<file path="config.mk">
export PLATFORM = sky130hd
export DESIGN_NAME = cmd_fillrect
export DESIGN_NICKNAME = d
export VERILOG_FILES = /design/src/design/panel_pkg.sv /design/src/design/cmd_fillrect.sv
export VERILOG_INCLUDE_DIRS = /design/src /design/src/design
export SDC_FILE = /design/constraint.sdc
export NUM_CORES = 1
export LEC_CHECK = 0
export BUFFER_PORTS_ARGS = -buffer_cell sky130_fd_sc_hd__buf_4
export CORE_ASPECT_RATIO = 1.2
export CORE_MARGIN = 2
export CORE_UTILIZATION = 46
export DETAILED_ROUTE_END_ITERATION = 12
export PLACE_DENSITY = 0.79
export SLEW_MARGIN = 0
export SYNTH_ARGS = -nofsm -noshare
export SYNTH_HDL_FRONTEND = slang
export SYNTH_SLANG_ARGS = --single-unit
</file>
<file path="constraint.sdc">
create_clock -name clk -period 1.7 [get_ports clk]
set_clock_uncertainty 0.15 [all_clocks]
set_input_delay 0.17 -clock clk [delete_from_list [all_inputs] [get_ports clk]]
set_output_delay 0.17 -clock clk [all_outputs]
set_load 0.1 [all_outputs]
</file>
<file path="src/design/panel_params.svh">
/* LED panel geometry and command FIFO constants */

`ifndef PANEL_PARAMS_SVH
`define PANEL_PARAMS_SVH

// Panel size in pixels
`define PANEL_COLS 320
`define PANEL_ROWS 32

// Colour bytes stored per pixel
`define BYTES_PER_PIXEL 2

// Command FIFO entries, equal to the host's starting credit
`define CMD_FIFO_DEPTH 8

`endif

</file>
<file path="src/design/panel_pkg.sv">
/* Shared panel command types */

`default_nettype none

`include "panel_params.svh"

package panel_pkg;

    typedef logic [$clog2(`PANEL_COLS)-1:0]      col_addr_t;
    typedef logic [$clog2(`PANEL_ROWS)-1:0]      row_addr_t;
    typedef logic [$clog2(`BYTES_PER_PIXEL)-1:0] pixel_idx_t;

    // Little endian byte pair on the wire, one value in the walker
    typedef union packed {
        logic [15:0]     value;
        logic [1:0][7:0] bytes;
    } col_addr_field_t;

    // Colour bytes arrive big endian, so bytes[BPP-1] is the first byte
    typedef union packed {
        logic [`BYTES_PER_PIXEL*8-1:0]     word;
        logic [`BYTES_PER_PIXEL-1:0][7:0]  bytes;
    } color_field_t;

    typedef struct packed {
        row_addr_t  row;
        col_addr_t  col;
        pixel_idx_t pixel;
    } fb_addr_t;

    typedef struct packed {
        fb_addr_t    addr;
        logic [7:0]  data;
        logic        we;
    } fb_write_t;

    // y1 and height keep the full operand byte so clipping sees the raw value
    typedef struct packed {
        col_addr_field_t x1;
        logic [7:0]      y1;
        col_addr_field_t width;
        logic [7:0]      height;
        color_field_t    color;
    } rect_t;

endpackage

`default_nettype wire

</file>
<file path="src/design/cmd_fillrect.sv">
/* Fill-rectangle operand capture */

`timescale 1ns/1ps
`default_nettype none

`include "panel_params.svh"

module cmd_fillrect
    import panel_pkg::*;
(
    input  logic       clk,
    input  logic       reset,
    input  logic       op_valid,
    input  logic [7:0] op_byte,
    output logic       op_ready,
    output rect_t      rect,
    output logic       start,
    input  logic       area_done,
    output logic       cmd_done
);

    localparam pixel_idx_t FIRST_COLOR_IDX = pixel_idx_t'(`BYTES_PER_PIXEL - 1);

    typedef enum logic [2:0] {
        ST_X1,
        ST_Y1,
        ST_WIDTH,
        ST_HEIGHT,
        ST_COLOR,
        ST_START,
        ST_RUNNING,
        ST_DONE
    } state_t;

    state_t     state;
    logic       byte_idx;
    pixel_idx_t color_idx;
    logic       take;

    assign op_ready = state inside {ST_X1, ST_Y1, ST_WIDTH, ST_HEIGHT, ST_COLOR};
    assign take     = op_valid && op_ready;
    assign start    = (state == ST_START);

    always_ff @(posedge clk) begin
        if (reset) begin
            state     <= ST_X1;
            byte_idx  <= 1'b0;
            color_idx <= FIRST_COLOR_IDX;
            cmd_done  <= 1'b0;
            rect      <= '0;
        end else begin
            cmd_done <= 1'b0;
            case (state)
                ST_X1: begin
                    // Little endian
                    if (take) begin
                        rect.x1.bytes[byte_idx] <= op_byte;
                        byte_idx <= ~byte_idx;
                        if (byte_idx) begin
                            state <= ST_Y1;
                        end
                    end
                end
                ST_Y1: begin
                    if (take) begin
                        rect.y1 <= op_byte;
                        state   <= ST_WIDTH;
                    end
                end
                ST_WIDTH: begin
                    if (take) begin
                        rect.width.bytes[byte_idx] <= op_byte;
                        byte_idx <= ~byte_idx;
                        if (byte_idx) begin
                            state <= ST_HEIGHT;
                        end
                    end
                end
                ST_HEIGHT: begin
                    if (take) begin
                        rect.height <= op_byte;
                        state       <= ST_COLOR;
                    end
                end
                ST_COLOR: begin
                    // Big endian, most significant byte first
                    if (take) begin
                        rect.color.bytes[color_idx] <= op_byte;
                        if (color_idx == '0) begin
                            state <= ST_START;
                        end else begin
                            color_idx <= color_idx - 1'b1;
                        end
                    end
                end
                ST_START: begin
                    state <= ST_RUNNING;
                end
                ST_RUNNING: begin
                    if (area_done) begin
                        cmd_done <= 1'b1;
                        state    <= ST_DONE;
                    end
                end
                ST_DONE: begin
                    // Ready for the next command
                    rect      <= '0;
                    byte_idx  <= 1'b0;
                    color_idx <= FIRST_COLOR_IDX;
                    state     <= ST_X1;
                end
                default: state <= ST_X1;
            endcase
        end
    end

    // One walk at a time, finished only while it is awaited
    assert property (@(posedge clk) disable iff (reset)
        area_done |-> (state == ST_RUNNING))
        else $error("area_done outside a running walk");

endmodule

`default_nettype wire

</file>
==> impl_metrics.ini <==
[global_route]
antenna_found_initial = 0
grt_max_degree = 28
grt_pass1_wl_um = 10400
grt.total_usage_pct = 21.5
grt_pass1_vias = 2144
grt_overflow = 0

[detailed_routing]
dr.pass1.iters = 4
avgViaCountPerCell = 5.42
wl_per_cell_um = 15.4
drt-initial-drc-count = 122
ant_nets = 0
wl_um = 6790
vias = 2392
drc = 0

[layout]
multiInputGateArea_um2 = 1160
final_core_util_pct = 65.4
diodes = 0
finalNonFillerCells = 441
area_delta_synth_final_pct = 37.8
nFillCells = 471
drive_gt1_share_pct = 31.6
final_area_um2 = 3680
seq_area_um2 = 1400
layout.nets = 385

[timing]
rsz0062_at_grt = no
setup_viol = 0
period_needed_ps = 1650
hold_viol_final = 0
final.setup.worst_slack_ps = 48.4
tns_ps = 0
finalHoldWorstSlack_ps = 37.4
slew_headroom_pct = 65.7
drv_slew = 0
fmax_ghz = 0.605
timing.final.crit_share_pct = 97.2
max_slew.worst_pin.slew_ps = 515

[cts]
root_buffer = clkbuf_8
clk_pin_slew_worst_paths_ps = 70
numClockSinks = 70
htree_levels = 3
cts-buffers-inserted = 9
clk_latency_ps = 340
cts_tree = yes
post-cts-setup-buffers = 0
clock_path_buffers = 2

[logic_synthesis]
avgSynthCellArea_um2 = 9.48
yosys_warnings = 0
postSynth.asyncResetShare_pct = 0
syn-num-nets = 294
synthDominantCellAreaShare_pct = 52.4
ys_ff_latch = 70
netlist_area_um2 = 2670
ys.flop_type = dfxtp_1
yosysMostFrequentCell = dfxtp_1
synth_edf_count = 0
synthTopCellsByArea = dfxtp_1 52%, mux2i_1 6.0%, a21oi_1 5.4%
synthTopCellsByCount = 70 x dfxtp_1, 35 x nand2_1, 29 x a21oi_1
yosysSeqAreaShare_pct = 52.4
netlist_instances = 282
yosysUniqueCellTypes = 35
synth_top_area_cell = dfxtp_1

[placed_design]
io_buffers = 78
placedCellCount = 417
place_ws_ps = 12.1
dp_hpwl_um = 4530
gp_congestion = 0.820
dpl_cell_area_um2 = 3380

[die]
die_area_um2 = 6440
core_area_um2 = 5630
rows = 30
ioPinCount = 79
die_h_um = 87.5
die_w_um = 73.6
initial_core_util_pct = 47.5

[setup_path]
startpoint_type = flip-flop
worstSetupEndpointType = flip-flop
worstPathArrival_ps = 1740
crit_fanout = 8
cp.required_ps = 1780
critical_path_class = reg2reg

[pwr]
power_leakage_nw = 1.51
ir_drop_mv = 0.632
cellPowerDensity_nw_per_um2 = 1000
power_mw = 3.69

[flow_run]
drv_cap = 0

[worst_hold_path]
hold_class = in2reg

[run_status]
status = finished clean
registers in the layout, indices dropped and copies added, names as in the netlist:
signal,cells
byte_idx,1
color_idx,1
rect,64
cmd_done,1
state,3
power breakdown:
| part | switching [mW] | total, mW | internal, mW |
|---|---|---|---|
| sequential | 0.0260 | 1.71 | 1.69 |
| clock | 0.595 | 1.35 | 0.750 |
| combinational | 0.463 | 0.633 | 0.170 |
| total | 1.08 | 3.69 | 2.61 |
critical path, cell delays in order (launching register included):
cell and delay (ps):
dfxtp_1 320, or4b_4 600, o2bb2ai_2 210, a22o_1 260
timing repair:
action	CTS	global route
hold buffers	9	0
pin swaps	1	0
gates cloned	0	0
resized for setup	2	2
setup endpoints to repair	2	9
endpoints found under the hold margin	35	0
placed cells by master, fill, tap and decap left out, drive strengths merged, types with 9 or more instances in the layout:
master       count
buf             92
dfxtp           70
nand2           35
a21oi           29
o21ai           19
nand3           17
a22o            16
mux2i           16
clkbuf          12
inv             11
nand2b           9
o32ai            9
dlygate4sd3      9
nor2             9
final timing paths:
path              slack, ps                   from               endpoint  depth (start not counted)
hold reg to reg         300  rect[63]$_SDFFE_PP0P_  rect[63]$_SDFFE_PP0P_                          2
setup reg to reg         50  byte_idx$_SDFFE_PP0P_  rect[24]$_SDFFE_PP0P_                          3
hold / removal           40                  reset  state[1]$_SDFFE_PP0P_                          2
setup / recovery         50  byte_idx$_SDFFE_PP0P_  rect[24]$_SDFFE_PP0P_                          3
routing by layer:
layer,GRT usage (%),up-vias,wire length [um]
li1,-,1180,-
met1,27.2,1129,2830
met2,34.8,77,3470
met3,6.94,6,419
met4,6.28,0,67
met5,0,-,0
cell type report:
| class | count | area share [%] |
|---|---|---|
| Timing Repair Buffer | 101 | 21.7 |
| Clock inverter | 3 | 1.19 |
| Inverter | 11 | 1.12 |
| Tap cell | 64 | 2.17 |
| Sequential cell | 70 | 38.1 |
| Clock buffer | 12 | 4.21 |
| Multi-Input combinational cell | 180 | 31.5 |
cells by family (layout without fill, tap and decap cells):
| logic type | count (synthesis) | after routing | synth area share [%] |
|---|---|---|---|
| compound gates | 82 | 82 | 20.0 |
| xor+xnor | 1 | 1 | 0.328 |
| buf+inv | 32 | 127 | 5.06 |
| flops | 70 | 70 | 52.4 |
| mux | 16 | 16 | 5.99 |
| simple gates | 81 | 81 | 16.2 |
(Power assumes the default switching activity.)
