### config.mk
export PLATFORM = sky130hd
export DESIGN_NAME = fillarea_walker
export DESIGN_NICKNAME = d
export VERILOG_FILES = /design/src/design/panel_pkg.sv /design/src/design/fillarea_walker.sv
export VERILOG_INCLUDE_DIRS = /design/src /design/src/design
export SDC_FILE = /design/constraint.sdc
export NUM_CORES = 1
export LEC_CHECK = 0
export BUFFER_PORTS_ARGS = -buffer_cell sky130_fd_sc_hd__clkbuf_2
export CORE_ASPECT_RATIO = 0.6
export CORE_UTILIZATION = 51
export CTS_BUF_LIST = sky130_fd_sc_hd__clkbuf_2 sky130_fd_sc_hd__clkbuf_4 sky130_fd_sc_hd__clkbuf_8
export DETAILED_ROUTE_END_ITERATION = 12
export HOLD_SLACK_MARGIN = 0.02
export PLACE_DENSITY = 0.79
export SLEW_MARGIN = 20
export SYNTH_ARGS = -nofsm -noshare
export SYNTH_HDL_FRONTEND = slang
export SYNTH_SLANG_ARGS = --single-unit
export TNS_END_PERCENT = 20
### constraint.sdc
create_clock -name clk -period 4.06 [get_ports clk]
set_input_delay 0.812 -clock clk [delete_from_list [all_inputs] [get_ports clk]]
set_output_delay 0.812 -clock clk [all_outputs]
set_load 0.1 [all_outputs]
### src/design/panel_params.svh
/* LED panel geometry and command FIFO constants */

`ifndef PANEL_PARAMS_SVH
`define PANEL_PARAMS_SVH

// Panel size in pixels
`define PANEL_COLS 320
`define PANEL_ROWS 32

// Colour bytes stored per pixel
`define BYTES_PER_PIXEL 2

// Command FIFO entries, equal to the host's starting credit
`define CMD_FIFO_DEPTH 8

`endif

### src/design/panel_pkg.sv
/* Shared panel command types */

`default_nettype none

`include "panel_params.svh"

package panel_pkg;

    typedef logic [$clog2(`PANEL_COLS)-1:0]      col_addr_t;
    typedef logic [$clog2(`PANEL_ROWS)-1:0]      row_addr_t;
    typedef logic [$clog2(`BYTES_PER_PIXEL)-1:0] pixel_idx_t;

    // Little endian byte pair on the wire, one value in the walker
    typedef union packed {
        logic [15:0]     value;
        logic [1:0][7:0] bytes;
    } col_addr_field_t;

    // Colour bytes arrive big endian, so bytes[BPP-1] is the first byte
    typedef union packed {
        logic [`BYTES_PER_PIXEL*8-1:0]     word;
        logic [`BYTES_PER_PIXEL-1:0][7:0]  bytes;
    } color_field_t;

    typedef struct packed {
        row_addr_t  row;
        col_addr_t  col;
        pixel_idx_t pixel;
    } fb_addr_t;

    typedef struct packed {
        fb_addr_t    addr;
        logic [7:0]  data;
        logic        we;
    } fb_write_t;

    // y1 and height keep the full operand byte so clipping sees the raw value
    typedef struct packed {
        col_addr_field_t x1;
        logic [7:0]      y1;
        col_addr_field_t width;
        logic [7:0]      height;
        color_field_t    color;
    } rect_t;

endpackage

`default_nettype wire

### src/design/fillarea_walker.sv
/* Clipped rectangle area walker */

`timescale 1ns/1ps
`default_nettype none

`include "panel_params.svh"

module fillarea_walker
    import panel_pkg::*;
(
    input  logic      clk,
    input  logic      reset,
    input  logic      start,
    input  rect_t     rect,
    output fb_write_t wr,
    output logic      area_done
);

    localparam pixel_idx_t LAST_PIXEL = pixel_idx_t'(`BYTES_PER_PIXEL - 1);

    logic [16:0]  col_sum;
    logic [16:0]  col_end;
    logic [8:0]   row_sum;
    logic [8:0]   row_end;
    logic         empty;

    logic         active;
    fb_addr_t     cur;
    col_addr_t    col_first;
    col_addr_t    col_last;
    row_addr_t    row_last;
    color_field_t color_q;

    // Exclusive ends, clipped at the right and bottom panel edges
    assign col_sum = {1'b0, rect.x1.value} + {1'b0, rect.width.value};
    assign col_end = (col_sum > 17'(`PANEL_COLS)) ? 17'(`PANEL_COLS) : col_sum;
    assign row_sum = {1'b0, rect.y1} + {1'b0, rect.height};
    assign row_end = (row_sum > 9'(`PANEL_ROWS)) ? 9'(`PANEL_ROWS) : row_sum;

    assign empty = (rect.width.value == '0) || (rect.height == '0)
                || (rect.x1.value >= 16'(`PANEL_COLS)) || (rect.y1 >= 8'(`PANEL_ROWS));

    assign wr.addr = cur;
    assign wr.data = color_q.bytes[cur.pixel];
    assign wr.we   = active;

    always_ff @(posedge clk) begin
        if (start) begin
            col_first <= col_addr_t'(rect.x1.value);
            col_last  <= col_addr_t'(col_end - 17'd1);
            row_last  <= row_addr_t'(row_end - 9'd1);
            color_q.word <= rect.color.word;
        end
    end

    always_ff @(posedge clk) begin
        if (reset) begin
            active    <= 1'b0;
            area_done <= 1'b0;
            cur       <= '0;
        end else begin
            area_done <= 1'b0;
            if (start) begin
                cur.row   <= row_addr_t'(rect.y1);
                cur.col   <= col_addr_t'(rect.x1.value);
                cur.pixel <= '0;
                active    <= !empty;
                area_done <= empty;
            end else if (active) begin
                // Pixel byte, then column, then row
                if (cur.pixel == LAST_PIXEL) begin
                    cur.pixel <= '0;
                    if (cur.col == col_last) begin
                        cur.col <= col_first;
                        if (cur.row == row_last) begin
                            active    <= 1'b0;
                            area_done <= 1'b1;
                        end else begin
                            cur.row <= cur.row + 1'b1;
                        end
                    end else begin
                        cur.col <= cur.col + 1'b1;
                    end
                end else begin
                    cur.pixel <= cur.pixel + 1'b1;
                end
            end
        end
    end

    // Row index spans exactly the panel height, so only the column can stray
    assert property (@(posedge clk) disable iff (reset)
        wr.we |-> (wr.addr.col < col_addr_t'(`PANEL_COLS)))
        else $error("framebuffer write outside panel");

endmodule

`default_nettype wire

==> flow_metrics.env <==
export IMPL_avgSynthCellArea_um2=9.82
export IMPL_rows=24
export IMPL_die_h_um=69.6
export IMPL_gp_congestion=0.922
export IMPL_drc=0
export IMPL_ys_async_sr_fraction=0
export IMPL_mappedNetlistArea_mm2=0.00389
export IMPL_cts_buffers=5
export IMPL_startpoint="rect[24]"
export IMPL_fin_nets=614
export IMPL_worst_ep_arrival_time_ns=3.95
export IMPL_reg2reg_depth=6
export IMPL_crit_chain="clkbuf_2, ha_2, fa_2, a211oi_4, buf_4, o21ai_1, a221oi_2, o21ai_1, o211ai_1, nor4_4, and2_4, nand2_1, ha_2, or3b_4, nor2_4, nand2_1, xnor2_1, a21oi_1"
export IMPL_cts_hold_buf=0
export IMPL_dieArea_mm2=0.00799
export IMPL_synth_distinct_cells=63
export IMPL_critPathBufInv=2
export IMPL_wl_met1_mm=4.65
export IMPL_regToRegEndpoint="wr[23]"
export IMPL_area_growth_synth_to_final_pct=24.0
export IMPL_ys_seq_area_frac=0.389
export IMPL_cp_max_fo=4
export IMPL_crit_family="compound AO/OA/AOI/OAI gates"
export IMPL_place_hpwl_mm=7.98
export IMPL_regToRegSetupSlack_ns=1.75
export IMPL_portBuffers=91
export IMPL_power_density_mw_per_mm2=325
export IMPL_io_pins=92
export IMPL_grt_pass1_vias=3302
export IMPL_drt_vias_per_instance=5.58
export IMPL_syn_num_nets=493
export IMPL_synth_cells=396
export IMPL_relSlewSlack=0.569
export IMPL_drtIter0Drc=268
export IMPL_ir_drop_mv=0.140
export IMPL_crit_cells=18
export IMPL_top_layer_used="met5"
export IMPL_outcome="finished, final reports clean"
export IMPL_synthAdderAreaFrac=0.100
export IMPL_setup_viol=0
export IMPL_wl_met3_um=767
export IMPL_wirelength_mm=10.0
export IMPL_final_cell_mix="91 x clkbuf_2, 39 x edfxtp_1, 35 x buf_4"
export IMPL_dr_pass1_iters=5
export IMPL_synth_compound_area_share=0.175
export IMPL_wire_per_inst_um=16.1
export IMPL_end_kind="register"
export IMPL_num_antenna_cells=0
export IMPL_power_total_uw=1570
export IMPL_wl_met2_mm=4.48
export IMPL_grt_overflow=0
export IMPL_finalHoldViolCount=0
export IMPL_grt_max_degree=56
export IMPL_clkLatencyLatePin_ns=0.32
export IMPL_fin_crit_ns=3.89
export IMPL_startpoint_type="input port"
export IMPL_pre_cts_ws_ns=-0.248
export IMPL_cts_sinks=56
export IMPL_grt_usage=0.261
export IMPL_fin_ws_ns=0.174
export IMPL_hp_class="reg2reg"
export IMPL_finalMaxSlewViolations=0
export IMPL_fin_crit_sh=0.957
export IMPL_holdWs_ns=0.586
export IMPL_ctsHtreeMaxLevel=2
export IMPL_synth_seq_cells=56
export IMPL_die_width_um=115
export IMPL_synth_xor_area_frac=0.0895
export IMPL_core_area_mm2=0.00733
export IMPL_synthSimpleGateAreaFrac=0.182
export IMPL_synth_top_family_by_area="simple AND/OR/NAND/NOR gates"
export IMPL_rsz0062_at_grt="false"
export IMPL_crit_type="in2reg"
export IMPL_cts_root_buffer="clkbuf_8"
export IMPL_maxCapViolCount=0
export IMPL_cp_endpoint="col_last[6]"
export IMPL_synth_mux_area_frac=0.0309
export IMPL_drive_gt1_frac=0.330
export IMPL_reg2reg_from="wr[9]"
export IMPL_synthFlopType="edfxtp_1"
export IMPL_fmax_mhz=257
export IMPL_leakage_uw=0.00202
export IMPL_grt_pass1_wl_mm=16.1
export IMPL_ys_warn_count=0
export IMPL_vias=3472
export IMPL_required_ns=4.12
export IMPL_max_stage_delay_ns=0.40
export IMPL_cts_tree="done"
export IMPL_final_common_cell="clkbuf_2"
export IMPL_clockBufferDepth=2
export IMPL_start_util=0.531
export IMPL_drtAntennaViolNets=0
export IMPL_finalClockSkew_ns=0.0150
export IMPL_antenna_found_initial=1
export IMPL_clk_pin_slew_ns=0.11
export IMPL_synth_edf_count=39
export IMPL_cpMaxStageDelayCell="or3b_4"
export IMPL_tightest_slew_ns=0.647
[logic make-up (layout without fill, tap and decap cells)]
group                    Yosys count  in the layout
AND/OR/NAND/NOR                  134            134
AO/OA/AOI/OAI                     98             98
flip-flops                        56             56
XOR/XNOR                          38             38
adder cells (fa/ha/maj)           30             30
buffers and inverters             29            151
multiplexers                      11             11
[worst min-delay path by stage]
stage	slack [ns]	startpoint	depth (start not counted)	endpoint
6_report	0.59	active	2	wr[20]
3_3_place_gp	0.56	wr[20]	2	wr[20]
5_1_grt	0.63	active	2	wr[20]
2_1_floorplan	0.53	active	2	wr[20]
3_5_place_dp	0.56	active	2	wr[20]
4_1_cts	0.58	active	2	wr[20]
[layer usage]
layer	vias up	GRT usage
li1	1724	-
met1	1606	0.369
met2	124	0.407
met3	16	0.0577
met4	2	0.0592
met5	-	0
[final cells by class]
| class | instances | area [µm²] |
|---|---|---|
| multi-input combinational | 311 | 2280 |
| clock buffer | 6 | 76.3 |
| clock inverter | 2 | 38.8 |
| fill | 602 | 2510 |
| timing repair buffer | 126 | 718 |
| sequential | 56 | 1510 |
| tap | 104 | 130 |
| inverter | 17 | 63.8 |
[synth_stat cells, types with 2 or more instances]
library cell | count | area share
nand3_1 | 15 | 0.019
nor2_1 | 30 | 0.029
nor2b_1 | 3 | 0.0048
ha_1 | 28 | 0.090
xor2_2 | 2 | 0.0084
a21oi_1 | 29 | 0.037
nor4_1 | 10 | 0.016
fa_1 | 2 | 0.010
edfxtp_1 | 39 | 0.30
o21bai_1 | 2 | 0.0039
o21ai_2 | 2 | 0.0045
and3_1 | 5 | 0.0080
a31o_2 | 2 | 0.0045
buf_6 | 2 | 0.0058
nand2_1 | 33 | 0.032
mux2_2 | 8 | 0.023
a21o_1 | 8 | 0.015
xor2_1 | 15 | 0.034
o21ai_0 | 15 | 0.019
a21oi_2 | 2 | 0.0045
inv_1 | 17 | 0.016
o211ai_1 | 2 | 0.0039
dfxtp_1 | 17 | 0.088
a31oi_1 | 8 | 0.013
xnor2_1 | 21 | 0.047
mux2i_1 | 3 | 0.0077
and2_1 | 2 | 0.0032
o221ai_1 | 7 | 0.016
nor3_1 | 10 | 0.013
nor3b_1 | 2 | 0.0039
o21a_1 | 2 | 0.0039
nand4_1 | 7 | 0.011
a211oi_1 | 6 | 0.012
clkbuf_1 | 8 | 0.0077
nand2b_1 | 3 | 0.0048
and4_1 | 2 | 0.0045
[power breakdown]
| group | internal [µW] | switching, µW | leakage [µW] |
|---|---|---|---|
| logic | 194 | 319 | 0.00144 |
| clock network | 193 | 185 | 0.0000592 |
| registers | 650 | 24.2 | 0.000525 |
| total | 1040 | 528 | 0.00202 |
[registers in the layout, summed over array words and instances (netlist names)]
register	count
row_last	5
active	1
color_q	16
col_last	9
wr	15
area_done	1
col_first	9
[worst register-to-register path, cell delays in order (launching register included)]
cell	delay [ns]
dfxtp_1	0.71
nand2_1	0.47
nor3b_2	0.49
nand4_1	0.17
xnor2_1	0.18
nand2_1	0.07
a21oi_1	0.16
[what timing repair did]
action,CTS,global route
buffers inserted,0,3
gates resized for setup,0,5
setup endpoints to repair,0,3
[through the flow]
step / area, µm² / util / std cells / setup TNS (ns)
4_1_cts: 4780 / 0.653 / 619 / 0
5_1_grt: 4820 / 0.658 / 622 / 0
3_3_place_gp: 4670 / 0.637 / 611 / -0.274
3_5_place_dp: 4670 / 0.637 / 611 / -0.646
2_1_floorplan: 3910 / - / 396 / 0
6_report: 4820 / 0.658 / 622 / 0
No activity file was read; power rests on OpenSTA's default activity.
