### src/design/panel_params.svh
/* LED panel geometry and command FIFO constants */

`ifndef PANEL_PARAMS_SVH
`define PANEL_PARAMS_SVH

// Panel size in pixels
`define PANEL_COLS 320
`define PANEL_ROWS 32

// Colour bytes stored per pixel
`define BYTES_PER_PIXEL 2

// Command FIFO entries, equal to the host's starting credit
`define CMD_FIFO_DEPTH 8

`endif

### src/design/cmd_dispatch.sv
/* Command FIFO and opcode dispatch */

`timescale 1ns/1ps
`default_nettype none

`include "panel_params.svh"

module cmd_dispatch (
    input  logic       clk,
    input  logic       reset,
    input  logic       cmd_valid,
    input  logic [7:0] cmd_byte,
    output logic       credit_return,
    output logic       op_valid,
    output logic [7:0] op_byte,
    input  logic       op_ready,
    output logic       bad_opcode
);

    localparam int DEPTH = `CMD_FIFO_DEPTH;
    localparam int PTR_W = $clog2(DEPTH);
    // x1 (2), y1 (1), width (2), height (1), colour
    localparam int OPERAND_BYTES = 6 + `BYTES_PER_PIXEL;
    localparam int CNT_W = $clog2(OPERAND_BYTES);

    localparam logic [7:0] OP_NOP      = 8'h00;
    localparam logic [7:0] OP_FILLRECT = 8'h01;

    typedef enum logic {
        ST_OPCODE,
        ST_OPERANDS
    } state_t;

    logic [7:0]       fifo_mem [DEPTH];
    logic [PTR_W-1:0] wr_ptr;
    logic [PTR_W-1:0] rd_ptr;
    logic [PTR_W:0]   count;
    logic             empty;
    logic             full;
    logic             push;
    logic             pop;
    logic [7:0]       head;

    state_t           state;
    logic [CNT_W-1:0] operand_cnt;

    assign empty = (count == '0);
    assign full  = (count == (PTR_W + 1)'(DEPTH));
    assign push  = cmd_valid;
    assign head  = fifo_mem[rd_ptr];

    // Opcodes are consumed on sight, operands only when the fill block takes them
    assign op_valid = (state == ST_OPERANDS) && !empty;
    assign op_byte  = head;
    assign pop      = (state == ST_OPCODE) ? !empty : (op_valid && op_ready);

    always_ff @(posedge clk) begin
        if (push) begin
            fifo_mem[wr_ptr] <= cmd_byte;
        end
    end

    always_ff @(posedge clk) begin
        if (reset) begin
            wr_ptr        <= '0;
            rd_ptr        <= '0;
            count         <= '0;
            credit_return <= 1'b0;
        end else begin
            if (push) begin
                wr_ptr <= (wr_ptr == PTR_W'(DEPTH - 1)) ? '0 : wr_ptr + 1'b1;
            end
            if (pop) begin
                rd_ptr <= (rd_ptr == PTR_W'(DEPTH - 1)) ? '0 : rd_ptr + 1'b1;
            end
            count         <= count + (PTR_W + 1)'(push) - (PTR_W + 1)'(pop);
            credit_return <= pop;
        end
    end

    always_ff @(posedge clk) begin
        if (reset) begin
            state       <= ST_OPCODE;
            operand_cnt <= '0;
            bad_opcode  <= 1'b0;
        end else begin
            bad_opcode <= 1'b0;
            case (state)
                ST_OPCODE: begin
                    if (!empty) begin
                        if (head == OP_FILLRECT) begin
                            state       <= ST_OPERANDS;
                            operand_cnt <= CNT_W'(OPERAND_BYTES - 1);
                        end else if (head != OP_NOP) begin
                            bad_opcode <= 1'b1;
                        end
                    end
                end
                ST_OPERANDS: begin
                    if (pop) begin
                        if (operand_cnt == '0) begin
                            state <= ST_OPCODE;
                        end else begin
                            operand_cnt <= operand_cnt - 1'b1;
                        end
                    end
                end
                default: state <= ST_OPCODE;
            endcase
        end
    end

    // Host must respect its credit count
    assert property (@(posedge clk) disable iff (reset) push |-> !full)
        else $error("command FIFO overflow");

endmodule

`default_nettype wire

### config.mk
export PLATFORM = sky130hd
export DESIGN_NAME = cmd_dispatch
export DESIGN_NICKNAME = d
export VERILOG_FILES = /design/src/design/cmd_dispatch.sv
export VERILOG_INCLUDE_DIRS = /design/src /design/src/design
export SDC_FILE = /design/constraint.sdc
export NUM_CORES = 1
export LEC_CHECK = 0
export BUFFER_PORTS_ARGS = -buffer_cell sky130_fd_sc_hd__buf_2
export CORE_ASPECT_RATIO = 0.75
export CORE_MARGIN = 2
export CORE_UTILIZATION = 38
export CTS_CLUSTER_SIZE = 25
export DETAILED_ROUTE_END_ITERATION = 16
export SYNTH_ARGS = -nofsm -noshare
export SYNTH_HDL_FRONTEND = slang
export SYNTH_SLANG_ARGS = --single-unit
### constraint.sdc
create_clock -name clk -period 7.1 [get_ports clk]
set_input_delay 1.42 -clock clk [delete_from_list [all_inputs] [get_ports clk]]
set_output_delay 1.42 -clock clk [all_outputs]
set_load 0.02 [all_outputs]
==> reports/qor.txt, run 1 <==
status -> finished, final reports clean
initial core utilization -> 38.9%
ANT nets after route -> 0
Die ar. -> 0.0100 mm²
Fmax achieved -> 279 MHz
CP endpoint kind -> primary output
number of post-CTS setup repair buffers -> 0
Worst Hold Class -> reg2reg
Final min period -> 3590 ps
initial antenna violation count -> 0
Yosys cell types -> 37
DRC -> 0
sequential element share of the synthesized area -> 65.7%
combinational share of power -> 27.3%
Root Driver -> clkbuf_16
worst reg-to-reg path cell count -> 12
RD Place Congestion -> 0.718
critical path's slowest cell -> mux4_2
PortBufs -> 22
CTS tree -> yes
remaining global-route overflow -> 0
crit-path cells -> buf_4 > mux4_2 > mux2i_1 > inv_1 > buf_2
core area -> 0.00901 mm²
RSZ-0062 raised after global routing -> false
Max Cap Viol -> 0
Final TNS setup -> 0 ps
reg-to-reg endpoint -> count[2]$_SDFF_PP0_
Final nets -> 284
Worst Path Arrival -> 2170 ps
Top Metal Used -> met4
total clock sinks -> 83
R2R Setup Slk -> 4340 ps
row cnt -> 30
critical path data required time -> 5680 ps
IO Count -> 23
Post-Syn Area -> 0.00350 mm²
Syn-to-layout area delta -> 14.6%
clk_skew -> 6.36 ps
Clk pwr share -> 31.8%
first-pass GRT wire length -> 9610 µm
wire per inst -> 16.1 µm
Setup crit start kind -> flop
Routed met2 length -> 2650 µm
Final Hold Slack -> 489 ps
P_int -> 1.01 mW
Chip Width -> 115 µm
final setup violation count -> 0
H-tree depth -> 3
worst vdd ir -> 135 µV
ys async rst share -> 0%
syn_nets -> 257
Cell Pwr Density -> 357 mW/mm²
average cell area after synthesis -> 15.0 µm²
fin crit share -> 50.5%
vias after detailed routing -> 1,852
wire length on met3 -> 302 µm
Synth Register Bits -> 83
wl on met1 -> 3010 µm
Final Core Density -> 44.6%
Worst Hold Depth -> 2
Hold Violations, Final -> 0
largest net degree at the start of global routing -> 29
Flop pwr share -> 40.9%
NetSw -> 0.426 mW
Overall Global Routing Usage -> 13.5%
hold_sp -> rd_ptr[1]$_SDFFE_PP0N_
ys flop type -> edfxtp_1
post-placement cell count -> 361
CTS max path bufs -> 2
vias in the first global route -> 1,746
Tightest Pin Transition -> 958 ps
Leak -> 1.44 nW
RR Startpoint -> count[2]$_SDFF_PP0_
Syn. warnings -> 0
drt first pass iters -> 4
Sw Ratio -> 29.7%
number of synthesized flops with an enable pin -> 64
ant diodes -> 0
clock slew at reported path FFs -> 60 ps
Synth Instances -> 233
CP max stage delay -> 560 ps
layout cells sized above 1 -> 20.0%
max-slew violations -> 0
latest clock arrival within the worst-skew pair -> 330 ps
Die Ht -> 87.1 µm
WS Path Type -> reg2out
hold_buf cts -> 0
Rel. slew slack -> 35.9%
Worst Path Max Fanout -> 28
DR iter-0 viols -> 118
CTS resizes -> 0
Non-Filler Instances -> 377
final WL -> 6060 µm
vias per cell -> 4.91
CTS Buf Count -> 9
DP HPWL -> 3930 µm
worst max path at each step:
stage	endpoint	cells after the start
after floorplan	count[2]$_SDFF_PP0_	9
after global placement	count[2]$_SDFF_PP0_	10
after detailed placement	count[2]$_SDFF_PP0_	10
after CTS	op_byte[0]	5
after global routing	op_byte[0]	5
final	op_byte[0]	5
cell usage after synthesis (2+ instances only):
cell type,instances,area (µm²)
nor2b_1,4,25.0
mux2i_1,28,280
nor2_1,22,82.6
a22o_1,2,17.5
nand4_1,2,12.5
edfxtp_1,64,1920
o21ai_0,3,15.0
nor3_1,5,25.0
clkbuf_1,2,7.51
buf_6,3,33.8
ha_1,11,138
a21oi_1,7,35.0
nand2b_1,5,31.3
dfxtp_1,19,380
nand2_1,7,26.3
mux4_2,9,203
a31o_1,2,17.5
inv_1,19,71.3
cells in the final DEF (no fill, tap or decap), types with 2 or more instances in the layout:
master      instances
nand2_1             7
dfxtp_1            19
nand4_1             2
edfxtp_1           64
nor2_1             22
nor3_1              3
a31o_1              2
o21ai_0             3
nor3_2              2
mux2i_1            28
a22o_1              2
ha_1               11
inv_1              19
nand2b_1            5
clkbuf_16           9
nor2b_1             4
clkinvlp_4          3
buf_2              22
mux4_2              9
a21oi_1             7
power groups by stage:
| stage | Combinational (mW) | Clock, mW | Sequential, mW |
|---|---|---|---|
| 3_5_place_dp | 0.397 | 0 | 0.598 |
| 2_1_floorplan | 0.325 | 0 | 0.588 |
| 4_1_cts | 0.398 | 0.464 | 0.587 |
| 5_1_grt | 0.436 | 0.488 | 0.591 |
| 6_report | 0.391 | 0.455 | 0.586 |
| 3_3_place_gp | 0.391 | 0 | 0.597 |
stage by stage:
stage               cell area (µm²)  total power [mW]  worst slack (ps)
global route                   4010              1.51              3390
finish                         4010              1.43              3510
CTS                            4010              1.45              3460
detailed placement             3720             0.994              3600
floorplan                      3500             0.913              3950
global placement               3720             0.987              3700
state kept, by name (all words and copies together) (netlist names), named ones only:
signal	count
state	1
wr_ptr	3
rd_ptr	3
bad_opcode	1
credit_return	1
operand_cnt	3
fifo_mem	64
count	4
logic make-up after synthesis:
family / share of synthesized area, %
multiplexers: 14.2
AO/OA/AOI/OAI: 3.57
AND/OR/NAND/NOR: 8.00
flip-flops: 65.7
XOR/XNOR: 0.500
adder cells (fa/ha/maj): 4.50
buffers and inverters: 3.47
critical path: cells and delay by family, from the launching register on:
| family | cells | cell delay [ps] |
|---|---|---|
| flip-flops | 1 | 320 |
| buffers and inverters | 3 | 650 |
| multiplexers | 2 | 870 |
layout make-up:
| type | instances | area [µm²] |
|---|---|---|
| fill | 817 | 4990 |
| sequential | 83 | 2300 |
| multi-input combinational | 124 | 1090 |
| clock buffer | 10 | 229 |
| tap | 112 | 140 |
| timing repair buffer | 23 | 118 |
| inverter | 19 | 71.3 |
| clock inverter | 6 | 65.1 |
routing by layer:
metal | vias to the layer above | GRT usage [%]
met2 | 39 | 19.1
met4 | 0 | 5.91
li1 | 915 | -
met3 | 8 | 4.18
met1 | 890 | 19.2
met5 | - | 0
(Power assumes the default switching activity.)
==> run 2, diff against run 1 <==
==> constraint.sdc (replaced) <==
create_clock -name clk -period 3.6 [get_ports clk]
set_input_delay 0.72 -clock clk [delete_from_list [all_inputs] [get_ports clk]]
set_output_delay 0.72 -clock clk [all_outputs]
set_load 0.02 [all_outputs]
==> run 2 against run 1 <==
- non-clock buffer count is 4 higher
- register-to-register slack lost 3500 ps
- final cell count increased by 1.1%
- first-iteration DRC count grew 12%
- global-route usage about the same
- clock skew is 2.4 ps higher
- utilization rose by 0.42 points
- setup slack got worse by 2900 ps
- wire length up 1.5%
- sequential power increased by 100%
- clock power increased by 110%
- largest power group unchanged
==> reports/qor.txt, run 2 (synthesized netlist as in run 1, its figures left out) <==
status -> finished, final reports clean
PortBufs -> 22 (unchanged)
Final Core Density -> 45.0% (+0.42 points)
first-pass GRT wire length -> 9880 µm (+2.8%)
R2R Setup Slk -> 840 ps (-3500 ps)
Root Driver -> clkbuf_16
termination of the worst setup path -> op_byte[4]
latest clock arrival within the worst-skew pair -> 320 ps (about the same)
DP HPWL -> 4130 µm (+5.0%)
Overall Global Routing Usage -> 13.5% (+0.033 points)
CTS max path bufs -> 2 (unchanged)
worst vdd ir -> 263 µV (+95%)
Crit path max-delay family -> multiplexers
Final nets -> 288 (+1.4%)
CP max stage delay -> 620 ps (+60 ps)
hold_buf cts -> 0 (unchanged)
final setup violation count -> 0 (unchanged)
initial antenna violation count -> 0 (unchanged)
Final TNS setup -> 0 ps (unchanged)
max-slew violations -> 0 (unchanged)
DRC -> 0 (unchanged)
Largest register FFs -> 64 (unchanged)
CP endpoint kind -> primary output
IO Count -> 23 (unchanged)
Worst Path Arrival -> 2230 ps (+60 ps)
CTS resizes -> 0 (unchanged)
Syn-to-layout area delta -> 15.7%
drt first pass iters -> 4 (unchanged)
vias in the first global route -> 1,834 (+5.0%)
DR iter-0 viols -> 132 (+12%)
Die ar. -> 0.0100 mm² (unchanged)
Final min period -> 2950 ps
worst reg-to-reg path cell count -> 12 (unchanged)
CTS tree -> yes
vias after detailed routing -> 1,878 (+1.4%)
# fillers -> 799 (-2.2%)
H-tree depth -> 3 (unchanged)
PnR Total Power -> 2.88 mW (+100%)
ANT nets after route -> 0 (unchanged)
CTS Buf Count -> 9 (unchanged)
clk_skew -> 8.78 ps (+2.42 ps)
clock slew at reported path FFs -> 50 ps (about the same)
area occupied by multi-input gates -> 0.00108 mm² (-0.92%)
leading cell type in the layout, fill and taps excluded -> edfxtp_1
Max Cap Viol -> 0 (unchanged)
Chip Width -> 115 µm (unchanged)
Setup crit start kind -> flop
Storage cell area -> 0.00230 mm² (unchanged)
register name with the most flops -> fifo_mem
WS Path Type -> reg2out
vias per cell -> 4.93 (+0.34%)
hold_sp -> rd_ptr[1]$_SDFFE_PP0N_
remaining global-route overflow -> 0 (unchanged)
number of post-CTS setup repair buffers -> 0 (unchanged)
row cnt -> 30 (unchanged)
core area -> 0.00901 mm² (unchanged)
wire per inst -> 16.2 µm (+0.47%)
Cell Pwr Density -> 712 mW/mm² (+99%)
Tightest Pin Transition -> 961 ps (+3.06 ps)
CP Buf/Inv Count -> 3 (unchanged)
Hold Violations, Final -> 0 (unchanged)
final WL -> 6150 µm (+1.5%)
reg-to-reg endpoint -> count[2]$_SDFF_PP0_
Final Hold Slack -> 486 ps (-3.02 ps)
total clock sinks -> 83 (unchanged)
Rel. slew slack -> 35.7% (-0.20 points)
initial core utilization -> 38.9% (unchanged)
crit-path cells -> buf_4 > mux2i_1 > mux4_2 > inv_1 > buf_2
Fmax achieved -> 339 MHz
Leak -> 1.48 nW (+2.5%)
Worst Path Max Fanout -> 16 (-43%)
layout cells sized above 1 -> 20.4% (+0.45 points)
RSZ-0062 raised after global routing -> false
largest net degree at the start of global routing -> 17 (-41%)
most frequent cells in the layout -> edfxtp_1, mux2i_1, nor2_1, buf_2
Worst Hold Class -> reg2reg
top flop regs -> fifo_mem: 64 flops, count: 4 flops
ant diodes -> 0 (unchanged)
critical path's slowest cell -> dfxtp_1
RD Place Congestion -> 0.770 (+7.3%)
fin crit share -> 81.9%
RR Startpoint -> count[2]$_SDFF_PP0_
critical path data required time -> 2880 ps (-2800 ps)
Die Ht -> 87.1 µm (unchanged)
CP Depth -> 5 (unchanged)
==> run 2: changes by cell type in the layout (fill, tap and decap cells not counted) <==
cell	change
nor3_2	-2
clkinv_1	-1
bufinv_16	+1
clkinv_4	+1
nor3_1	+2
buf_4	+4
inv_6	-1
clkbuf_1	+1
clkinvlp_4	-3
clkinv_2	+2
==> run 2: stage by stage <==
stage	cells	area, µm²	setup slack [ps]
2_1_floorplan	233	3500	1090
3_3_place_gp	365	3740	891
3_5_place_dp	365	3740	807
4_1_cts	381	4050	611
5_1_grt	381	4050	532
6_report	381	4050	652
==> run 2: layer usage <==
layer	vias up	wire, µm	GRT usage, %
li1	928	-	-
met1	906	3030	18.7
met2	40	2770	21.0
met3	4	296	3.48
met4	0	57	4.60
met5	-	0	0
==> run 2: worst register-to-register path, cell delays in order, from the launching register on <==
cell and delay (ps):
dfxtp_1 290, inv_1 70, ha_1 150, or3b_2 500, o21ai_0 260, inv_1 210
ha_1 310, inv_1 60, ha_1 150, inv_1 50, fa_1 370, xor2_1 170
nor2_1 50
==> run 2: layout make-up <==
| type | instances | area share [%] |
|---|---|---|
| Timing Repair Buffer | 27 | 3.64 |
| Multi-Input combinational cell | 124 | 26.6 |
| Clock buffer | 11 | 5.74 |
| Clock inverter | 5 | 1.95 |
| Sequential cell | 83 | 56.8 |
| Inverter | 19 | 1.76 |
| Tap cell | 112 | 3.46 |
==> run 2: how the worst min path moves through the flow <==
stage / to / slack (ps) / cells after the start
floorplan: flop / 450 / 2
CTS: rd_ptr[2]$_SDFFE_PP0N_ / 490 / 2
finish: rd_ptr[1]$_SDFFE_PP0N_ / 490 / 2
global placement: rd_ptr[2]$_SDFFE_PP0N_ / 490 / 2
detailed placement: rd_ptr[2]$_SDFFE_PP0N_ / 490 / 2
global route: rd_ptr[1]$_SDFFE_PP0N_ / 520 / 2
==> run 2: report_power, final <==
part	internal (mW)	leakage, nW	switching [mW]
Clock	0.606	0.153	0.331
Sequential	1.10	0.738	0.0757
Combinational	0.354	0.586	0.416
Total	2.06	1.48	0.823
==> run 3, diff against run 2 <==
--- a/config.mk
+++ b/config.mk
@@ -6,6 +6,7 @@
 export SDC_FILE = /design/constraint.sdc
 export NUM_CORES = 1
 export LEC_CHECK = 0
+export ABC_AREA = 1
 export BUFFER_PORTS_ARGS = -buffer_cell sky130_fd_sc_hd__buf_2
 export CORE_ASPECT_RATIO = 0.75
 export CORE_MARGIN = 2
==> constraint.sdc (replaced) <==
create_clock -name clk -period 3 [get_ports clk]
set_input_delay 0.6 -clock clk [delete_from_list [all_inputs] [get_ports clk]]
set_output_delay 0.6 -clock clk [all_outputs]
set_load 0.02 [all_outputs]
==> run 3 against run 2 <==
- global-route usage up 0.94 points
- non-clock buffer count rose by 7
- via count rose by 30%
- clock skew decreased by 0.59 ps
- utilization hardly changed
- combinational power grew 61%
- area after synthesis increased by 6.4%
- die area grew 6.2%
- count of clock-buffer cells in the layout is 2 lower
==> reports/qor.txt, run 3 <==
Sw Ratio -> 35.0% (+6.5 points)
RD Place Congestion -> 0.747 (-3.1%)
PortBufs -> 22 (unchanged)
final WL -> 7240 µm (+18%)
design area -> 0.00431 mm² (+6.5%)
largest net degree at the start of global routing -> 33 (+16)
CTS tree -> yes
DRC -> 0 (unchanged)
critical path data required time -> 2400 ps (-480 ps)
critical path's slowest cell -> dfxtp_1
ANT nets after route -> 0 (unchanged)
CTS resizes -> 0 (unchanged)
sequential element share of the synthesized area -> 61.8% (-4.0 points)
wl on met1 -> 3540 µm (+17%)
Largest register FFs -> 64 (unchanged)
Flop pwr share -> 36.9% (-3.9 points)
Rel. slew slack -> 58.3% (+23 points)
number of post-CTS setup repair buffers -> 0 (unchanged)
leading cell type in the layout, fill and taps excluded -> nand2_1
initial core utilization -> 38.9% (about the same)
vias per cell -> 4.40 (-11%)
DR iter-0 viols -> 112 (-15%)
Worst Slack Setup Final -> 420 ps (-233 ps)
dpl cell area -> 0.00400 mm² (+6.9%)
combinational share of power -> 32.6% (+5.9 points)
Max Cap Viol -> 0 (unchanged)
vias in the first global route -> 2,413 (+32%)
Root Driver -> clkbuf_16
row cnt -> 31 (+3.3%)
H-tree depth -> 3 (unchanged)
core area -> 0.00958 mm² (+6.3%)
fin crit share -> 86.0%
crit-path cells -> buf_4 > nand2_1 > nand2_1 > nand2_1 > nand3_1 > nand2_1 > inv_1 > buf_2
status -> finished, final reports clean
top cells by count, synth -> nand2_1, inv_1, edfxtp_1
Post-Syn Area -> 0.00373 mm² (+6.4%)
register name with the most flops -> fifo_mem
Cell Pwr Density -> 882 mW/mm² (+24%)
ys async rst share -> 0% (unchanged)
initial antenna violation count -> 0 (unchanged)
Top Metal Used -> met4
remaining global-route overflow -> 0 (unchanged)
number of synthesized flops with an enable pin -> 64 (unchanged)
Routed met2 length -> 3420 µm (+23%)
max-slew violations -> 0 (unchanged)
NetSw -> 1.33 mW (+62%)
wire length on met3 -> 166 µm (-44%)
Hold Violations, Final -> 0 (unchanged)
top flop regs -> fifo_mem: 64 flops, count: 4 flops
ant diodes -> 0 (unchanged)
Yosys top cell area share -> 51.6% (-3.3 points)
Synth Instances -> 383 (+64%)
WS Path Type -> reg2out
worst vdd ir -> 294 µV (+12%)
RSZ-0062 raised after global routing -> false
most frequent cells in the layout -> nand2_1, inv_1, edfxtp_1
ys flop type -> edfxtp_1
total clock sinks -> 83 (unchanged)
syn_nets -> 407 (+58%)
layout cells sized above 1 -> 14.0% (-6.5 points)
Overall Global Routing Usage -> 14.5% (+0.94 points)
P_int -> 2.47 mW (+20%)
vias after detailed routing -> 2,435 (+30%)
Final Core Density -> 45.0% (+0.045 points)
pre-CTS setup slack -> 695 ps (-112 ps)
final setup violation count -> 0 (unchanged)
CP max stage delay -> 680 ps (+60 ps)
Final nets -> 441 (+53%)
Die Ht -> 89.8 µm (+3.0%)
Synth Register Bits -> 83 (unchanged)
RR Startpoint -> count[2]$_SDFF_PP0_
Worst Path Arrival -> 1980 ps (-250 ps)
Fmax achieved -> 388 MHz
Final TNS setup -> 0 ps (unchanged)
first-pass GRT wire length -> 11,900 µm (+20%)
most frequent CP cell -> nand2_1
wire per inst -> 13.1 µm (-19%)
CTS max path bufs -> 2 (unchanged)
Worst Hold Class -> reg2reg
Leak -> 1.94 nW (+31%)
count leader, synth -> nand2_1
Syn. warnings -> 0 (unchanged)
Tightest Pin Transition -> 625 ps (-336 ps)
drt first pass iters -> 4 (unchanged)
hold_buf cts -> 0 (unchanged)
hold_sp -> operand_cnt[1]$_SDFFE_PP0P_
Storage cell area -> 0.00230 mm² (unchanged)
Clk pwr share -> 30.6% (-1.9 points)
Die ar. -> 0.0106 mm² (+6.2%)
IO Count -> 23 (unchanged)
# fillers -> 897 (+12%)
average cell area after synthesis -> 9.73 µm² (-35%)
latest clock arrival within the worst-skew pair -> 330 ps (about the same)
largest area contributor in the netlist -> edfxtp_1
CP endpoint kind -> primary output
Worst Path Max Fanout -> 20 (+4)
DP HPWL -> 4680 µm (+13%)
Yosys cell types -> 26 (-30%)
Final min period -> 2580 ps
Setup crit start kind -> flop
Chip Width -> 118 µm (+3.1%)
area occupied by multi-input gates -> 0.00105 mm² (-2.4%)
clk_skew -> 8.19 ps (-0.586 ps)
clock slew at reported path FFs -> 60 ps (about the same)
CTS Buf Count -> 9 (unchanged)
ranking of synthesized cells by area -> edfxtp_1, nand2_1, dfxtp_1
Syn-to-layout area delta -> 15.7% (about the same)
==> run 3: cell count changes after synthesis, sizes merged, moves of 3 or more <==
cell    previous run  this run
buf                5        11
inv               19        72
mux2i             28         0
mux4               9         0
nand2              7       119
nand2b             5         0
nand3              0        40
nor2b              4         0
nor3               5         1
o21ai              4         7
==> run 3: layer usage <==
metal | vias up | track usage [%]
met2 | 33 | 24.4
met5 | - | 0
met1 | 1102 | 18.2
met3 | 11 | 2.92
met4 | 0 | 5.82
li1 | 1289 | -
==> run 3: path summary, 6_finish.rpt <==
path | endpoint | slack [ps] | depth (start not counted)
worst max-delay path | op_byte[1] | 420 | 8
worst min register to register | operand_cnt[1]$_SDFFE_PP0P_ | 500 | 2
worst min-delay path | operand_cnt[1]$_SDFFE_PP0P_ | 500 | 2
worst max register to register | count[2]$_SDFF_PP0_ | 720 | 13
==> run 3: metrics by stage <==
stage               power, mW  instances  hold slack, ps
floorplan                2.39        383             463
global placement         2.65        538             482
detailed placement       2.68        538             488
CTS                      3.83        554             499
global route             4.06        554             533
finish                   3.80        554             496
==> run 3: power groups by stage <==
stage                     clock [mW]  combinational [mW]  sequential (mW)
after detailed placement           0                1.25             1.43
after global placement             0                1.22             1.42
final                           1.16                1.24             1.40
after global routing            1.23                1.42             1.42
after CTS                       1.18                1.25             1.40
after floorplan                    0               0.989             1.40
==> run 3: cells by family (layout without fill, tap and decap cells) <==
kind of cell / after synthesis / after routing / synth area share [%]
adders and majority gates: 12 / 12 / 4.23
DFF: 83 / 83 / 61.8
buffers and inverters: 84 / 123 / 10.0
AOI/OAI and AO/OA: 21 / 21 / 3.46
and+or+nand+nor: 182 / 182 / 20.3
xor gates and xnor gates: 1 / 1 / 0.235
==> run 3: layout make-up <==
type / count / area share [%]
clock buffers: 9 / 5.22
clock inverters: 7 / 2.12
inverters: 73 / 6.41
multi-input cells: 216 / 24.4
flip-flops and latches: 83 / 53.4
well taps: 132 / 3.83
repair buffers: 34 / 4.64
==> run 3: critical path, delay by kind of cell, from the launching register on <==
family	cells	cell delay, ps
buffers and inverters	3	590
AND/OR/NAND/NOR	5	390
flip-flops	1	680
